--- src/common/axi_bridge_settings.svh ---
`ifndef AXI_BRIDGE_SETTINGS_SVH
`define AXI_BRIDGE_SETTINGS_SVH

// bus geometry
`define AXB_ADDR_W 32
`define AXB_DATA_W 32
`define AXB_STRB_W 4 // one bit per data byte

// burst length field, holds beats minus one
`define AXB_LEN_W 8

// AXI burst type codes
`define AXB_BURST_INCR 2'b01

// transfer size codes
`define AXB_SIZE_BYTE 3'b000
`define AXB_SIZE_HALF 3'b001
`define AXB_SIZE_WORD 3'b010

`endif

--- src/common/axi_bridge_pkg.sv ---
`include "axi_bridge_settings.svh"

package axi_bridge_pkg;

    typedef logic [`AXB_ADDR_W-1:0] addr_t; // byte address
    typedef logic [`AXB_DATA_W-1:0] data_t;
    typedef logic [`AXB_STRB_W-1:0] strb_t; // byte enables
    typedef logic [`AXB_LEN_W-1:0]  len_t;  // beats minus one
    typedef logic [2:0]             size_t;
    typedef logic [1:0]             burst_t;
    typedef logic [1:0]             resp_t;

    // read side, AR then R beats
    typedef enum logic [1:0] {
        RD_IDLE,
        RD_ADDR,
        RD_DATA
    } rd_state_t;

    // write side, AW then W beats then B
    typedef enum logic [1:0] {
        WR_IDLE,
        WR_ADDR,
        WR_DATA,
        WR_RESP
    } wr_state_t;

endpackage

--- src/common/bridge_req_if.sv ---
`timescale 1ns/1ns

// one cache-side burst request, read or write
interface bridge_req_if
    import axi_bridge_pkg::*;
();

    logic   req;   // level, held until the engine leaves idle
    addr_t  addr;
    len_t   len;
    size_t  size;
    burst_t burst;
    strb_t  sel;   // byte select, write side only

    // top level fills the request from its plain ports
    modport source (
        output req,
        output addr,
        output len,
        output size,
        output burst,
        output sel
    );

    // engine samples the request
    modport engine (
        input req,
        input addr,
        input len,
        input size,
        input burst,
        input sel
    );

endinterface

--- src/axi_bridge/axi_bridge_top.sv ---
`timescale 1ns/1ns

module axi_bridge_top
    import axi_bridge_pkg::*;
(
    input  logic        clk,
    input  logic        resetn,

    // cache side
    input  logic        cache_ce_i,
    input  logic        cache_wen_i,
    input  logic        cache_ren_i,
    input  strb_t       cache_wsel_i,
    input  addr_t       cache_raddr_i,
    input  addr_t       cache_waddr_i,
    input  data_t       cache_wdata_i,
    input  logic        cache_wlast_i,
    input  burst_t      cache_burst_type_i,
    input  size_t       cache_burst_size_i,
    input  len_t        cache_rlen_i,
    input  len_t        cache_wlen_i,
    output logic        wdata_resp_o,
    output data_t       rdata_o,
    output logic        rdata_valid_o,

    // AR
    output logic [3:0]  arid_o,
    output addr_t       araddr_o,
    output len_t        arlen_o,
    output size_t       arsize_o,
    output burst_t      arburst_o,
    output logic [1:0]  arlock_o,
    output logic [3:0]  arcache_o,
    output logic [2:0]  arprot_o,
    output logic        arvalid_o,
    input  logic        arready_i,

    // R
    input  logic [3:0]  rid_i,
    input  data_t       rdata_i,
    input  resp_t       rresp_i,
    input  logic        rlast_i,
    input  logic        rvalid_i,
    output logic        rready_o,

    // AW
    output logic [3:0]  awid_o,
    output addr_t       awaddr_o,
    output len_t        awlen_o,
    output size_t       awsize_o,
    output burst_t      awburst_o,
    output logic [1:0]  awlock_o,
    output logic [3:0]  awcache_o,
    output logic [2:0]  awprot_o,
    output logic        awvalid_o,
    input  logic        awready_i,

    // W
    output logic [3:0]  wid_o,
    output data_t       wdata_o,
    output strb_t       wstrb_o,
    output logic        wlast_o,
    output logic        wvalid_o,
    input  logic        wready_i,

    // B
    input  logic [3:0]  bid_i,
    input  resp_t       bresp_i,
    input  logic        bvalid_i,
    output logic        bready_o
);

    bridge_req_if rd_req ();
    bridge_req_if wr_req ();

    logic  wr_pending;
    addr_t wr_pending_addr;

    // request levels from the cache strobes
    assign rd_req.req   = cache_ce_i && cache_ren_i;
    assign rd_req.addr  = cache_raddr_i;
    assign rd_req.len   = cache_rlen_i;
    assign rd_req.size  = cache_burst_size_i;
    assign rd_req.burst = cache_burst_type_i;
    assign rd_req.sel   = '1; // reads are always full words

    assign wr_req.req   = cache_ce_i && cache_wen_i;
    assign wr_req.addr  = cache_waddr_i;
    assign wr_req.len   = cache_wlen_i;
    assign wr_req.size  = cache_burst_size_i;
    assign wr_req.burst = cache_burst_type_i;
    assign wr_req.sel   = cache_wsel_i;

    // single outstanding transaction per direction, so all IDs are zero
    assign arid_o    = '0;
    assign arlock_o  = '0;
    assign arcache_o = '0;
    assign arprot_o  = '0;
    assign awid_o    = '0;
    assign awlock_o  = '0;
    assign awcache_o = '0;
    assign awprot_o  = '0;
    assign wid_o     = '0;
    assign bready_o  = 1'b1;

    axi_read_engine u_axi_read_engine (
        .clk               (clk),
        .resetn            (resetn),
        .req               (rd_req.engine),
        .wr_pending_i      (wr_pending),
        .wr_pending_addr_i (wr_pending_addr),
        .araddr_o          (araddr_o),
        .arlen_o           (arlen_o),
        .arsize_o          (arsize_o),
        .arburst_o         (arburst_o),
        .arvalid_o         (arvalid_o),
        .arready_i         (arready_i),
        .rdata_i           (rdata_i),
        .rresp_i           (rresp_i),
        .rlast_i           (rlast_i),
        .rvalid_i          (rvalid_i),
        .rready_o          (rready_o),
        .rdata_o           (rdata_o),
        .rdata_valid_o     (rdata_valid_o)
    );

    axi_write_engine u_axi_write_engine (
        .clk               (clk),
        .resetn            (resetn),
        .req               (wr_req.engine),
        .cache_wdata_i     (cache_wdata_i),
        .cache_wlast_i     (cache_wlast_i),
        .wdata_resp_o      (wdata_resp_o),
        .wr_pending_o      (wr_pending),
        .wr_pending_addr_o (wr_pending_addr),
        .awaddr_o          (awaddr_o),
        .awlen_o           (awlen_o),
        .awsize_o          (awsize_o),
        .awburst_o         (awburst_o),
        .awvalid_o         (awvalid_o),
        .awready_i         (awready_i),
        .wdata_o           (wdata_o),
        .wstrb_o           (wstrb_o),
        .wlast_o           (wlast_o),
        .wvalid_o          (wvalid_o),
        .wready_i          (wready_i),
        .bresp_i           (bresp_i),
        .bvalid_i          (bvalid_i)
    );

    // slave must echo the zero IDs we issue
    a_id_zero: assert property (@(posedge clk) disable iff (!resetn)
        (rvalid_i -> rid_i == '0) && (bvalid_i -> bid_i == '0));

endmodule

--- src/axi_bridge/axi_read_engine.sv ---
`timescale 1ns/1ns

module axi_read_engine
    import axi_bridge_pkg::*;
(
    input  logic         clk,
    input  logic         resetn,

    bridge_req_if.engine req,

    // write side hazard info
    input  logic         wr_pending_i,
    input  addr_t        wr_pending_addr_i,

    // AR channel
    output addr_t        araddr_o,
    output len_t         arlen_o,
    output size_t        arsize_o,
    output burst_t       arburst_o,
    output logic         arvalid_o,
    input  logic         arready_i,

    // R channel
    input  data_t        rdata_i,
    input  resp_t        rresp_i,
    input  logic         rlast_i,
    input  logic         rvalid_i,
    output logic         rready_o,

    // toward the cache
    output data_t        rdata_o,
    output logic         rdata_valid_o
);

    rd_state_t rd_state;
    logic      raw_hazard;
    logic      rd_start;
    logic      r_beat;

    // refill must not overtake its own write-back
    assign raw_hazard = wr_pending_i && (wr_pending_addr_i == req.addr);
    assign rd_start   = req.req && !raw_hazard;
    assign r_beat     = rvalid_i && rready_o;

    always_ff @(posedge clk) begin
        if (!resetn) begin
            rd_state  <= RD_IDLE;
            arvalid_o <= 1'b0;
            rready_o  <= 1'b0;
        end else begin
            case (rd_state)
                RD_IDLE: begin
                    if (rd_start) begin
                        arvalid_o <= 1'b1;
                        rd_state  <= RD_ADDR;
                    end
                end
                RD_ADDR: begin
                    if (arready_i) begin // address taken
                        arvalid_o <= 1'b0;
                        rready_o  <= 1'b1;
                        rd_state  <= RD_DATA;
                    end
                end
                RD_DATA: begin
                    if (r_beat && rlast_i) begin
                        rready_o <= 1'b0;
                        rd_state <= RD_IDLE;
                    end
                end
                default: rd_state <= RD_IDLE;
            endcase
        end
    end

    // AR payload, loaded once per request
    always_ff @(posedge clk) begin
        if (rd_state == RD_IDLE && rd_start) begin
            araddr_o  <= req.addr;
            arlen_o   <= req.len;
            arsize_o  <= req.size;
            arburst_o <= req.burst;
        end
    end

    // each accepted beat goes to the cache one cycle later
    always_ff @(posedge clk) begin
        if (!resetn) begin
            rdata_valid_o <= 1'b0;
        end else begin
            rdata_valid_o <= (rd_state == RD_DATA) && r_beat;
        end
    end

    always_ff @(posedge clk) begin
        if (r_beat) begin
            rdata_o <= rdata_i;
        end
    end

    a_ar_hold: assert property (@(posedge clk) disable iff (!resetn)
        arvalid_o && !arready_i |=> arvalid_o && $stable(araddr_o));

    // strobe is registered, so it must not leak into the next request
    a_no_rdata_in_addr: assert property (@(posedge clk) disable iff (!resetn)
        rd_state == RD_ADDR |-> !rdata_valid_o);

    a_rresp_known: assert property (@(posedge clk) disable iff (!resetn)
        r_beat |-> !$isunknown(rresp_i));

endmodule

--- src/axi_bridge/axi_write_engine.sv ---
`timescale 1ns/1ns

module axi_write_engine
    import axi_bridge_pkg::*;
(
    input  logic         clk,
    input  logic         resetn,

    bridge_req_if.engine req,

    // cache write data
    input  data_t        cache_wdata_i,
    input  logic         cache_wlast_i,
    output logic         wdata_resp_o,

    // hazard info for the read side
    output logic         wr_pending_o,
    output addr_t        wr_pending_addr_o,

    // AW channel
    output addr_t        awaddr_o,
    output len_t         awlen_o,
    output size_t        awsize_o,
    output burst_t       awburst_o,
    output logic         awvalid_o,
    input  logic         awready_i,

    // W channel
    output data_t        wdata_o,
    output strb_t        wstrb_o,
    output logic         wlast_o,
    output logic         wvalid_o,
    input  logic         wready_i,

    // B channel, bready is tied high above
    input  resp_t        bresp_i,
    input  logic         bvalid_i
);

    wr_state_t wr_state;
    size_t     sel_size;
    logic      w_beat;

    // narrow the size for partial stores
    always_comb begin
        case (req.sel)
            4'b0001, 4'b0010, 4'b0100, 4'b1000: sel_size = 3'b000; // byte
            4'b0011, 4'b1100:                   sel_size = 3'b001; // half word
            default:                            sel_size = req.size;
        endcase
    end

    assign w_beat       = wvalid_o && wready_i;
    assign wdata_resp_o = (wr_state == WR_DATA) && w_beat; // same cycle as the beat

    // busy from acceptance until B, awaddr holds the line address meanwhile
    assign wr_pending_o      = (wr_state != WR_IDLE);
    assign wr_pending_addr_o = awaddr_o;

    always_ff @(posedge clk) begin
        if (!resetn) begin
            wr_state  <= WR_IDLE;
            awvalid_o <= 1'b0;
            wvalid_o  <= 1'b0;
            wlast_o   <= 1'b0;
        end else begin
            case (wr_state)
                WR_IDLE: begin
                    if (req.req) begin
                        awvalid_o <= 1'b1;
                        wr_state  <= WR_ADDR;
                    end
                end
                WR_ADDR: begin
                    if (awready_i) begin
                        awvalid_o <= 1'b0;
                        wvalid_o  <= 1'b1;
                        wlast_o   <= cache_wlast_i; // first word
                        wr_state  <= WR_DATA;
                    end
                end
                WR_DATA: begin
                    if (w_beat) begin
                        if (wlast_o) begin
                            wvalid_o <= 1'b0;
                            wlast_o  <= 1'b0;
                            wr_state <= WR_RESP;
                        end else begin
                            wlast_o <= cache_wlast_i;
                        end
                    end
                end
                WR_RESP: begin
                    if (bvalid_i) begin
                        wr_state <= WR_IDLE;
                    end
                end
                default: wr_state <= WR_IDLE;
            endcase
        end
    end

    // AW payload and strobes, loaded once per request
    always_ff @(posedge clk) begin
        if (wr_state == WR_IDLE && req.req) begin
            awaddr_o  <= req.addr;
            awlen_o   <= req.len;
            awsize_o  <= sel_size;
            awburst_o <= req.burst;
            wstrb_o   <= req.sel;
        end
    end

    // next cache word is registered on each accepted beat
    always_ff @(posedge clk) begin
        if ((wr_state == WR_ADDR && awready_i) || (wr_state == WR_DATA && w_beat)) begin
            wdata_o <= cache_wdata_i;
        end
    end

    a_wvalid_rise: assert property (@(posedge clk) disable iff (!resetn)
        $rose(wvalid_o) |-> wr_state == WR_DATA);

    a_wlast_hold: assert property (@(posedge clk) disable iff (!resetn)
        wvalid_o && !wready_i |=> $stable(wlast_o));

    a_bresp_known: assert property (@(posedge clk) disable iff (!resetn)
        wr_state == WR_RESP && bvalid_i |-> !$isunknown(bresp_i));

endmodule

--- config.mk ---
export PLATFORM = sky130hd
export DESIGN_NAME = axi_bridge_top
export DESIGN_NICKNAME = d
export VERILOG_FILES = /design/src/common/axi_bridge_pkg.sv /design/src/common/bridge_req_if.sv /design/src/axi_bridge/axi_bridge_top.sv /design/src/axi_bridge/axi_read_engine.sv /design/src/axi_bridge/axi_write_engine.sv
export VERILOG_INCLUDE_DIRS = /design/src /design/src/common
export SDC_FILE = /design/constraint.sdc
export NUM_CORES = 1
export LEC_CHECK = 0
export ABC_AREA = 0
export BUFFER_PORTS_ARGS = -buffer_cell sky130_fd_sc_hd__buf_2
export CAP_MARGIN = 20
export CELL_PAD_IN_SITES_DETAIL_PLACEMENT = 0
export CELL_PAD_IN_SITES_GLOBAL_PLACEMENT = 1
export CORE_AREA = 2 2 144 146
export CTS_BUF_LIST = sky130_fd_sc_hd__clkbuf_8
export DETAILED_ROUTE_END_ITERATION = 16
export DIE_AREA = 0 0 146 148
export HOLD_SLACK_MARGIN = 0.08
export PLACE_DENSITY_LB_ADDON = 0.1
export RECOVER_POWER = 100
export SLEW_MARGIN = 20
export SYNTH_ARGS = -nofsm -noshare
export SYNTH_HDL_FRONTEND = slang
export SYNTH_SLANG_ARGS = --single-unit
--- constraint.sdc ---
create_clock -name clk -period 6.8 [get_ports clk]
set_input_delay 0.34 -clock clk [delete_from_list [all_inputs] [get_ports clk]]
set_output_delay 0.34 -clock clk [all_outputs]
set_load 0.05 [all_outputs]
==> reports/results.ini, run 1 <==
[min_path]
hp-class = input port to register
min_from = rlast_i

[timing]
setup_tns_ns = 0
hold_viol_final = 0
fin_crit_sh = 0.495
worstMarginPinSlew_ns = 2.78
min_period_ns = 3.37
relSlewSlack = -0.851
timing.fmax_ghz = 0.297
finClkSkew_ns = 0.0196
rsz0062_at_grt = no
setup_viol = 0
drv_slew = 150

[floorplan]
die_width_microns = 146
fp.dieH_microns = 148
start_util = 0.297
core-area_sq_mm = 0.0200
io-pin-count = 373
die_area_sq_mm = 0.0216
rows = 52

[synthesis]
ys_seq_area_frac = 0.831
synthTopCellsByCount = edfxtp_1 (158), xor2_1 (32), buf_4 (31)
syn_area_sq_mm = 0.00595
yosys.area.top_type = edfxtp_1
yosysMostFrequentCell = edfxtp_1
synth_area_leaders = edfxtp_1 (80%), xor2_1 (4.7%), buf_4 (3.9%)
synthFlopType = edfxtp_1
synth_seq_cells = 168
synth_top_area_share = 0.797
yosysWarnings = 0
avgSynthCellArea_sq_um = 18.8
netlist_instances = 317
ys_types = 33
postSynth.asyncResetShare = 0
synth-edff-count = 158

[global_route]
grt_start_max_net_pins = 50
use_met2 = 0.275
gr-total-overflow = 0
grt_use_total = 0.152
antenna_found_initial = 2
grt_pass1_wl_mm = 25.0
gr-max-usage-layer = met2
grt_pass1_vias = 4794
met1_usage = 0.156
grtUsageMet3 = 0.0753

[setup_path]
startpoint_type = register
cp-startpoint = u_axi_write_engine.wr_state[0]
arrival_ns = 3.37
timing.rr.start = u_axi_write_engine.wr_state[0]
reg2reg_slack_ns = 3.43
required_ns = 6.81
cp-end-kind = register
crit_fanout = 49
crit_type = register to register

[power]
power_mw = 2.62
p_leak_nw = 3.52
combPwrFrac = 0.257
p_clk_frac = 0.249
seqPwrFrac = 0.495
switching_share = 0.357
power.internal_mw = 1.69
p_switching_mw = 0.937
p_per_area_mw_per_mm2 = 277
ir_drop_mv = 0.119

[clock_tree]
cts_sinks = 168
htreeDepth = 4
clock_path_buffers = 2
cts_resized = 0
tritoncts = built
clk_pin_slew_worst_paths_ns = 0.09
numCtsBuffers = 17
clkLatencyLatePin_ns = 0.45
cts_root_buffer = clkbuf_8

[route]
viasPerCell = 4.00
drcViolationCount = 0
drt_wl_total_mm = 16.7
num_vias = 4422
avgRoutedWirePerCell_microns = 15.1
drt_iter0_markers = 149
ant_nets = 0
dr.pass1.iters = 5

[cells_and_area]
synthToLayoutAreaGrowth_pct = 59.2
fill_cells = 1929
drive_above_1_share = 0.183
nNetsFinal = 1002
final_area_sq_mm = 0.00948

[status]
status = finished with violations
violations = capacitance limit, slew limit

[place]
io_buffers = 329
gp_congestion = 0.747
dpl.hpwl_mm = 11.7
dpl_cell_area_sq_mm = 0.00785

[job]
drv_cap = 4

## critical path, cell delays in order (launching register included)
cell and delay [ns]:
dfxtp_1 0.34, inv_1 0.10, ha_1 0.28, and3_2 0.21
clkbuf_1 1.95
## through the flow
stage / std cells / setup slack (ns) / hold slack [ns] / utilization
2_1_floorplan: 346 / 0.884 / 0.439 / -
3_3_place_gp: 918 / 4.51 / 0.461 / 0.392
3_5_place_dp: 918 / 4.48 / 0.455 / 0.392
4_1_cts: 1103 / 4.40 / 0.0814 / 0.486
5_1_grt: 1104 / 2.98 / 0.170 / 0.473
6_report: 1106 / 3.43 / 0.202 / 0.473
## final timing paths
path | end | cells past startpoint
worst min register to register | u_axi_read_engine.arvalid_o | 2
worst max-delay path | u_axi_write_engine.awaddr_o[24] | 4
worst max register to register | u_axi_write_engine.awaddr_o[24] | 4
worst min-delay path | u_axi_read_engine.rd_state[1] | 4
## power groups by stage
stage,Clock (mW),Combinational [mW],Sequential (mW)
4_1_cts,0.684,0.710,1.29
5_1_grt,0.720,0.718,1.31
3_5_place_dp,0,0.639,1.31
3_3_place_gp,0,0.635,1.31
2_1_floorplan,0,0.175,1.61
6_report,0.653,0.674,1.30
## cell type report
cell class,instances,area [sq um],area share
Antenna cell,2,5.00,0.000528
Clock buffer,17,234,0.0247
Tap cell,270,338,0.0356
Sequential cell,168,4940,0.522
Timing Repair Buffer,488,2950,0.311
Clock inverter,15,120,0.0127
Multi-Input combinational cell,142,872,0.0920
Inverter,4,15.0,0.00158
## layer usage
| metal | routed length [microns] | vias to the layer above |
|---|---|---|
| met4 | 142 | 2 |
| met2 | 8560 | 238 |
| li1 | - | 2133 |
| met5 | 13 | - |
| met1 | 6180 | 2040 |
| met3 | 1810 | 9 |
## cell families after synthesis
kind of cell    Yosys count  synth area share
compound gates           19            0.0206
xor+xnor                 33            0.0486
fa+ha+maj                 4           0.00841
buf+inv                  36            0.0423
flops                   168             0.831
mux                       1           0.00168
other cells               2           0.00126
simple gates             54            0.0465
## timing repair
item / in CTS / in global routing
endpoints found under the hold margin: 155 / 1
setup buffers: 0 / 0
hold buffers: 153 / 1
setup endpoints to repair: 0 / 0
## sequential cells by signal (all words and copies together), names as in the netlist, 2 cells and up
name,cells
u_axi_write_engine.awsize_o,3
u_axi_write_engine.awburst_o,2
u_axi_write_engine.wr_state,2
u_axi_read_engine.rdata_o,32
u_axi_read_engine.arburst_o,2
u_axi_read_engine.rd_state,2
u_axi_read_engine.arsize_o,3
u_axi_write_engine.wstrb_o,4
u_axi_write_engine.wdata_o,32
u_axi_read_engine.araddr_o,32
u_axi_write_engine.awlen_o,8
u_axi_read_engine.arlen_o,8
u_axi_write_engine.awaddr_o,32
## cells in the final DEF, fill, tap and decap left out, types with 5 or more instances in the layout
cell	count
dfxtp_1	10
conb_1	31
nor2_1	7
nand2_1	17
buf_2	122
clkinv_4	6
inv_1	5
o21ai_0	6
a21oi_1	5
clkbuf_8	17
clkbuf_1	212
edfxtp_1	158
nor4_1	8
xor2_1	32
nor2b_1	5
dlygate4sd3_1	154
Power figures use the tool's default switching activity.
==> run 2: changes to the inputs <==
==> constraint.sdc (replaced) <==
create_clock -name clk -period 3.5 [get_ports clk]
set_input_delay 0.175 -clock clk [delete_from_list [all_inputs] [get_ports clk]]
set_output_delay 0.175 -clock clk [all_outputs]
set_load 0.05 [all_outputs]
==> run 2 against run 1 <==
Against the previous run: the flow still finishes with violations (capacitance limit, slew limit); sequential share of layout area down 0.36 points; highest routed layer is now met4; non-clock buffer count up 6; routed wire length up 3.7%; worst setup slack worse by 2.5 ns; total power up 95%; register-to-register slack worse by 2.5 ns.
==> reports/results.ini, run 2 (synthesis gave the netlist of run 1 again) <==
[global_route]
grt_start_max_net_pins = 33
grt_use_total = 0.159
grt_pass1_vias = 4870
grt_pass1_wl_mm = 26.1
antenna_found_initial = 0
gr-total-overflow = 0

[power]
p_leak_nw = 3.57
ir_drop_mv = 0.265
p_per_area_mw_per_mm2 = 536

[cells_and_area]
fill_cells = 1943
nNetsFinal = 1008
seqCellArea_sq_mm = 0.00494
drive_above_1_share = 0.186
multi_input_area_sq_um = 880
utilization = 0.476
layout_common_cells = clkbuf_1 (210), dlygate4sd3_1 (159), edfxtp_1 (158)
layout_commonest_cell = clkbuf_1
synthToLayoutAreaGrowth_pct = 60.3
diodes = 0

[floorplan]
rows = 52
io-pin-count = 373
die_width_microns = 146
core-area_sq_mm = 0.0200
fp.dieH_microns = 148
start_util = 0.297
die_area_sq_mm = 0.0216

[timing]
fin_crit_sh = 0.734
hold_viol_final = 0
drv_slew = 33
fin_ws_ns = 0.930
setup_tns_ns = 0
finClkSkew_ns = 0.0123
holdWs_ns = 0.143
setup_viol = 0
relSlewSlack = -0.139
worstMarginPinSlew_ns = 1.71
rsz0062_at_grt = no
min_period_ns = 2.57
timing.fmax_ghz = 0.389

[setup_path]
startpoint_type = register
required_ns = 3.60
reg2reg_depth = 4
crit_path_cell_trace = inv_1 -> ha_1 -> and3_1 -> clkbuf_1
crit_fanout = 30
cp-end-kind = register
slowest_delay_ns = 1.09
critPathSlowestCell = and3_1
arrival_ns = 2.67
crit_type = register to register

[route]
dr.pass1.iters = 5
viasPerCell = 4.00
drt_iter0_markers = 131
num_vias = 4439
drt_wl_total_mm = 17.3
ant_nets = 0
avgRoutedWirePerCell_microns = 15.6
drcViolationCount = 0

[clock_tree]
cts_resized = 0
htreeDepth = 4
clock_path_buffers = 2
clk_pin_slew_worst_paths_ns = 0.09
cts_root_buffer = clkbuf_8
clkLatencyLatePin_ns = 0.45
tritoncts = built
numCtsBuffers = 17
cts_sinks = 168

[status]
violations = capacitance limit, slew limit
status = finished with violations

[place]
gp_congestion = 0.744
dp_slack_ns = 1.26
io_buffers = 329
dpl.hpwl_mm = 12.1

[min_path]
hold_depth = 4
hp-class = input port to register

[job]
drv_cap = 1

[run 2: cell types whose count changed in the layout (fill, tap and decap cells not counted), sizes merged]
cell         change
diode            -2
clkbuf           -1
inv              +2
buf              +2
clkinv           -3
dlygate4sd3      +5
clkinvlp         +1
[run 2: layout make-up]
class,count,area share
well taps,270,0.0354
repair buffers,494,0.316
clock buffers,17,0.0245
clock inverters,15,0.0123
multi-input cells,142,0.0922
flip-flops and latches,168,0.518
inverters,4,0.00157
[run 2: stage by stage]
stage	total power [mW]	area [sq um]	cells
3_5_place_dp	3.81	7870	919
4_1_cts	5.23	9810	1110
5_1_grt	5.37	9540	1110
6_report	5.12	9540	1110
3_3_place_gp	3.79	7870	919
2_1_floorplan	3.47	6080	346
[run 2: path summary, 6_finish.rpt]
check | start | end | slack (ns)
worst min-delay path | arready_i | u_axi_read_engine.rd_state[0] | 0.14
worst max register to register | u_axi_write_engine.wr_state[0] | u_axi_write_engine.awaddr_o[16] | 0.93
worst min register to register | u_axi_read_engine.arvalid_o | u_axi_read_engine.arvalid_o | 0.51
worst max-delay path | u_axi_write_engine.wr_state[0] | u_axi_write_engine.awaddr_o[16] | 0.93
[run 2: repair_timing]
| action | CTS | global route |
|---|---|---|
| buffers inserted | 0 | 0 |
| hold buffers | 159 | 0 |
| endpoints found under the hold margin | 166 | 0 |
| setup endpoints to repair | 0 | 0 |
[run 2: power by group]
part | leakage [nW] | switching (mW) | internal [mW] | total (mW)
logic | 1.85 | 0.990 | 0.342 | 1.33
clock network | 0.179 | 0.765 | 0.506 | 1.27
registers | 1.54 | 0.0818 | 2.43 | 2.51
total | 3.57 | 1.84 | 3.28 | 5.12
[run 2: critical path: cells and delay by family (launching register included)]
| family | cells | cell delay, ns |
|---|---|---|
| buffers and inverters | 2 | 0.52 |
| adder cells (fa/ha/maj) | 1 | 0.28 |
| AND/OR/NAND/NOR | 1 | 1.09 |
| flip-flops | 1 | 0.34 |
[run 2: per-layer routing]
layer,vias up,track usage,wire (microns)
li1,2141,-,-
met1,2053,0.176,6700
met2,230,0.275,8690
met3,15,0.0707,1680
met4,0,0.0519,232
met5,-,0,0
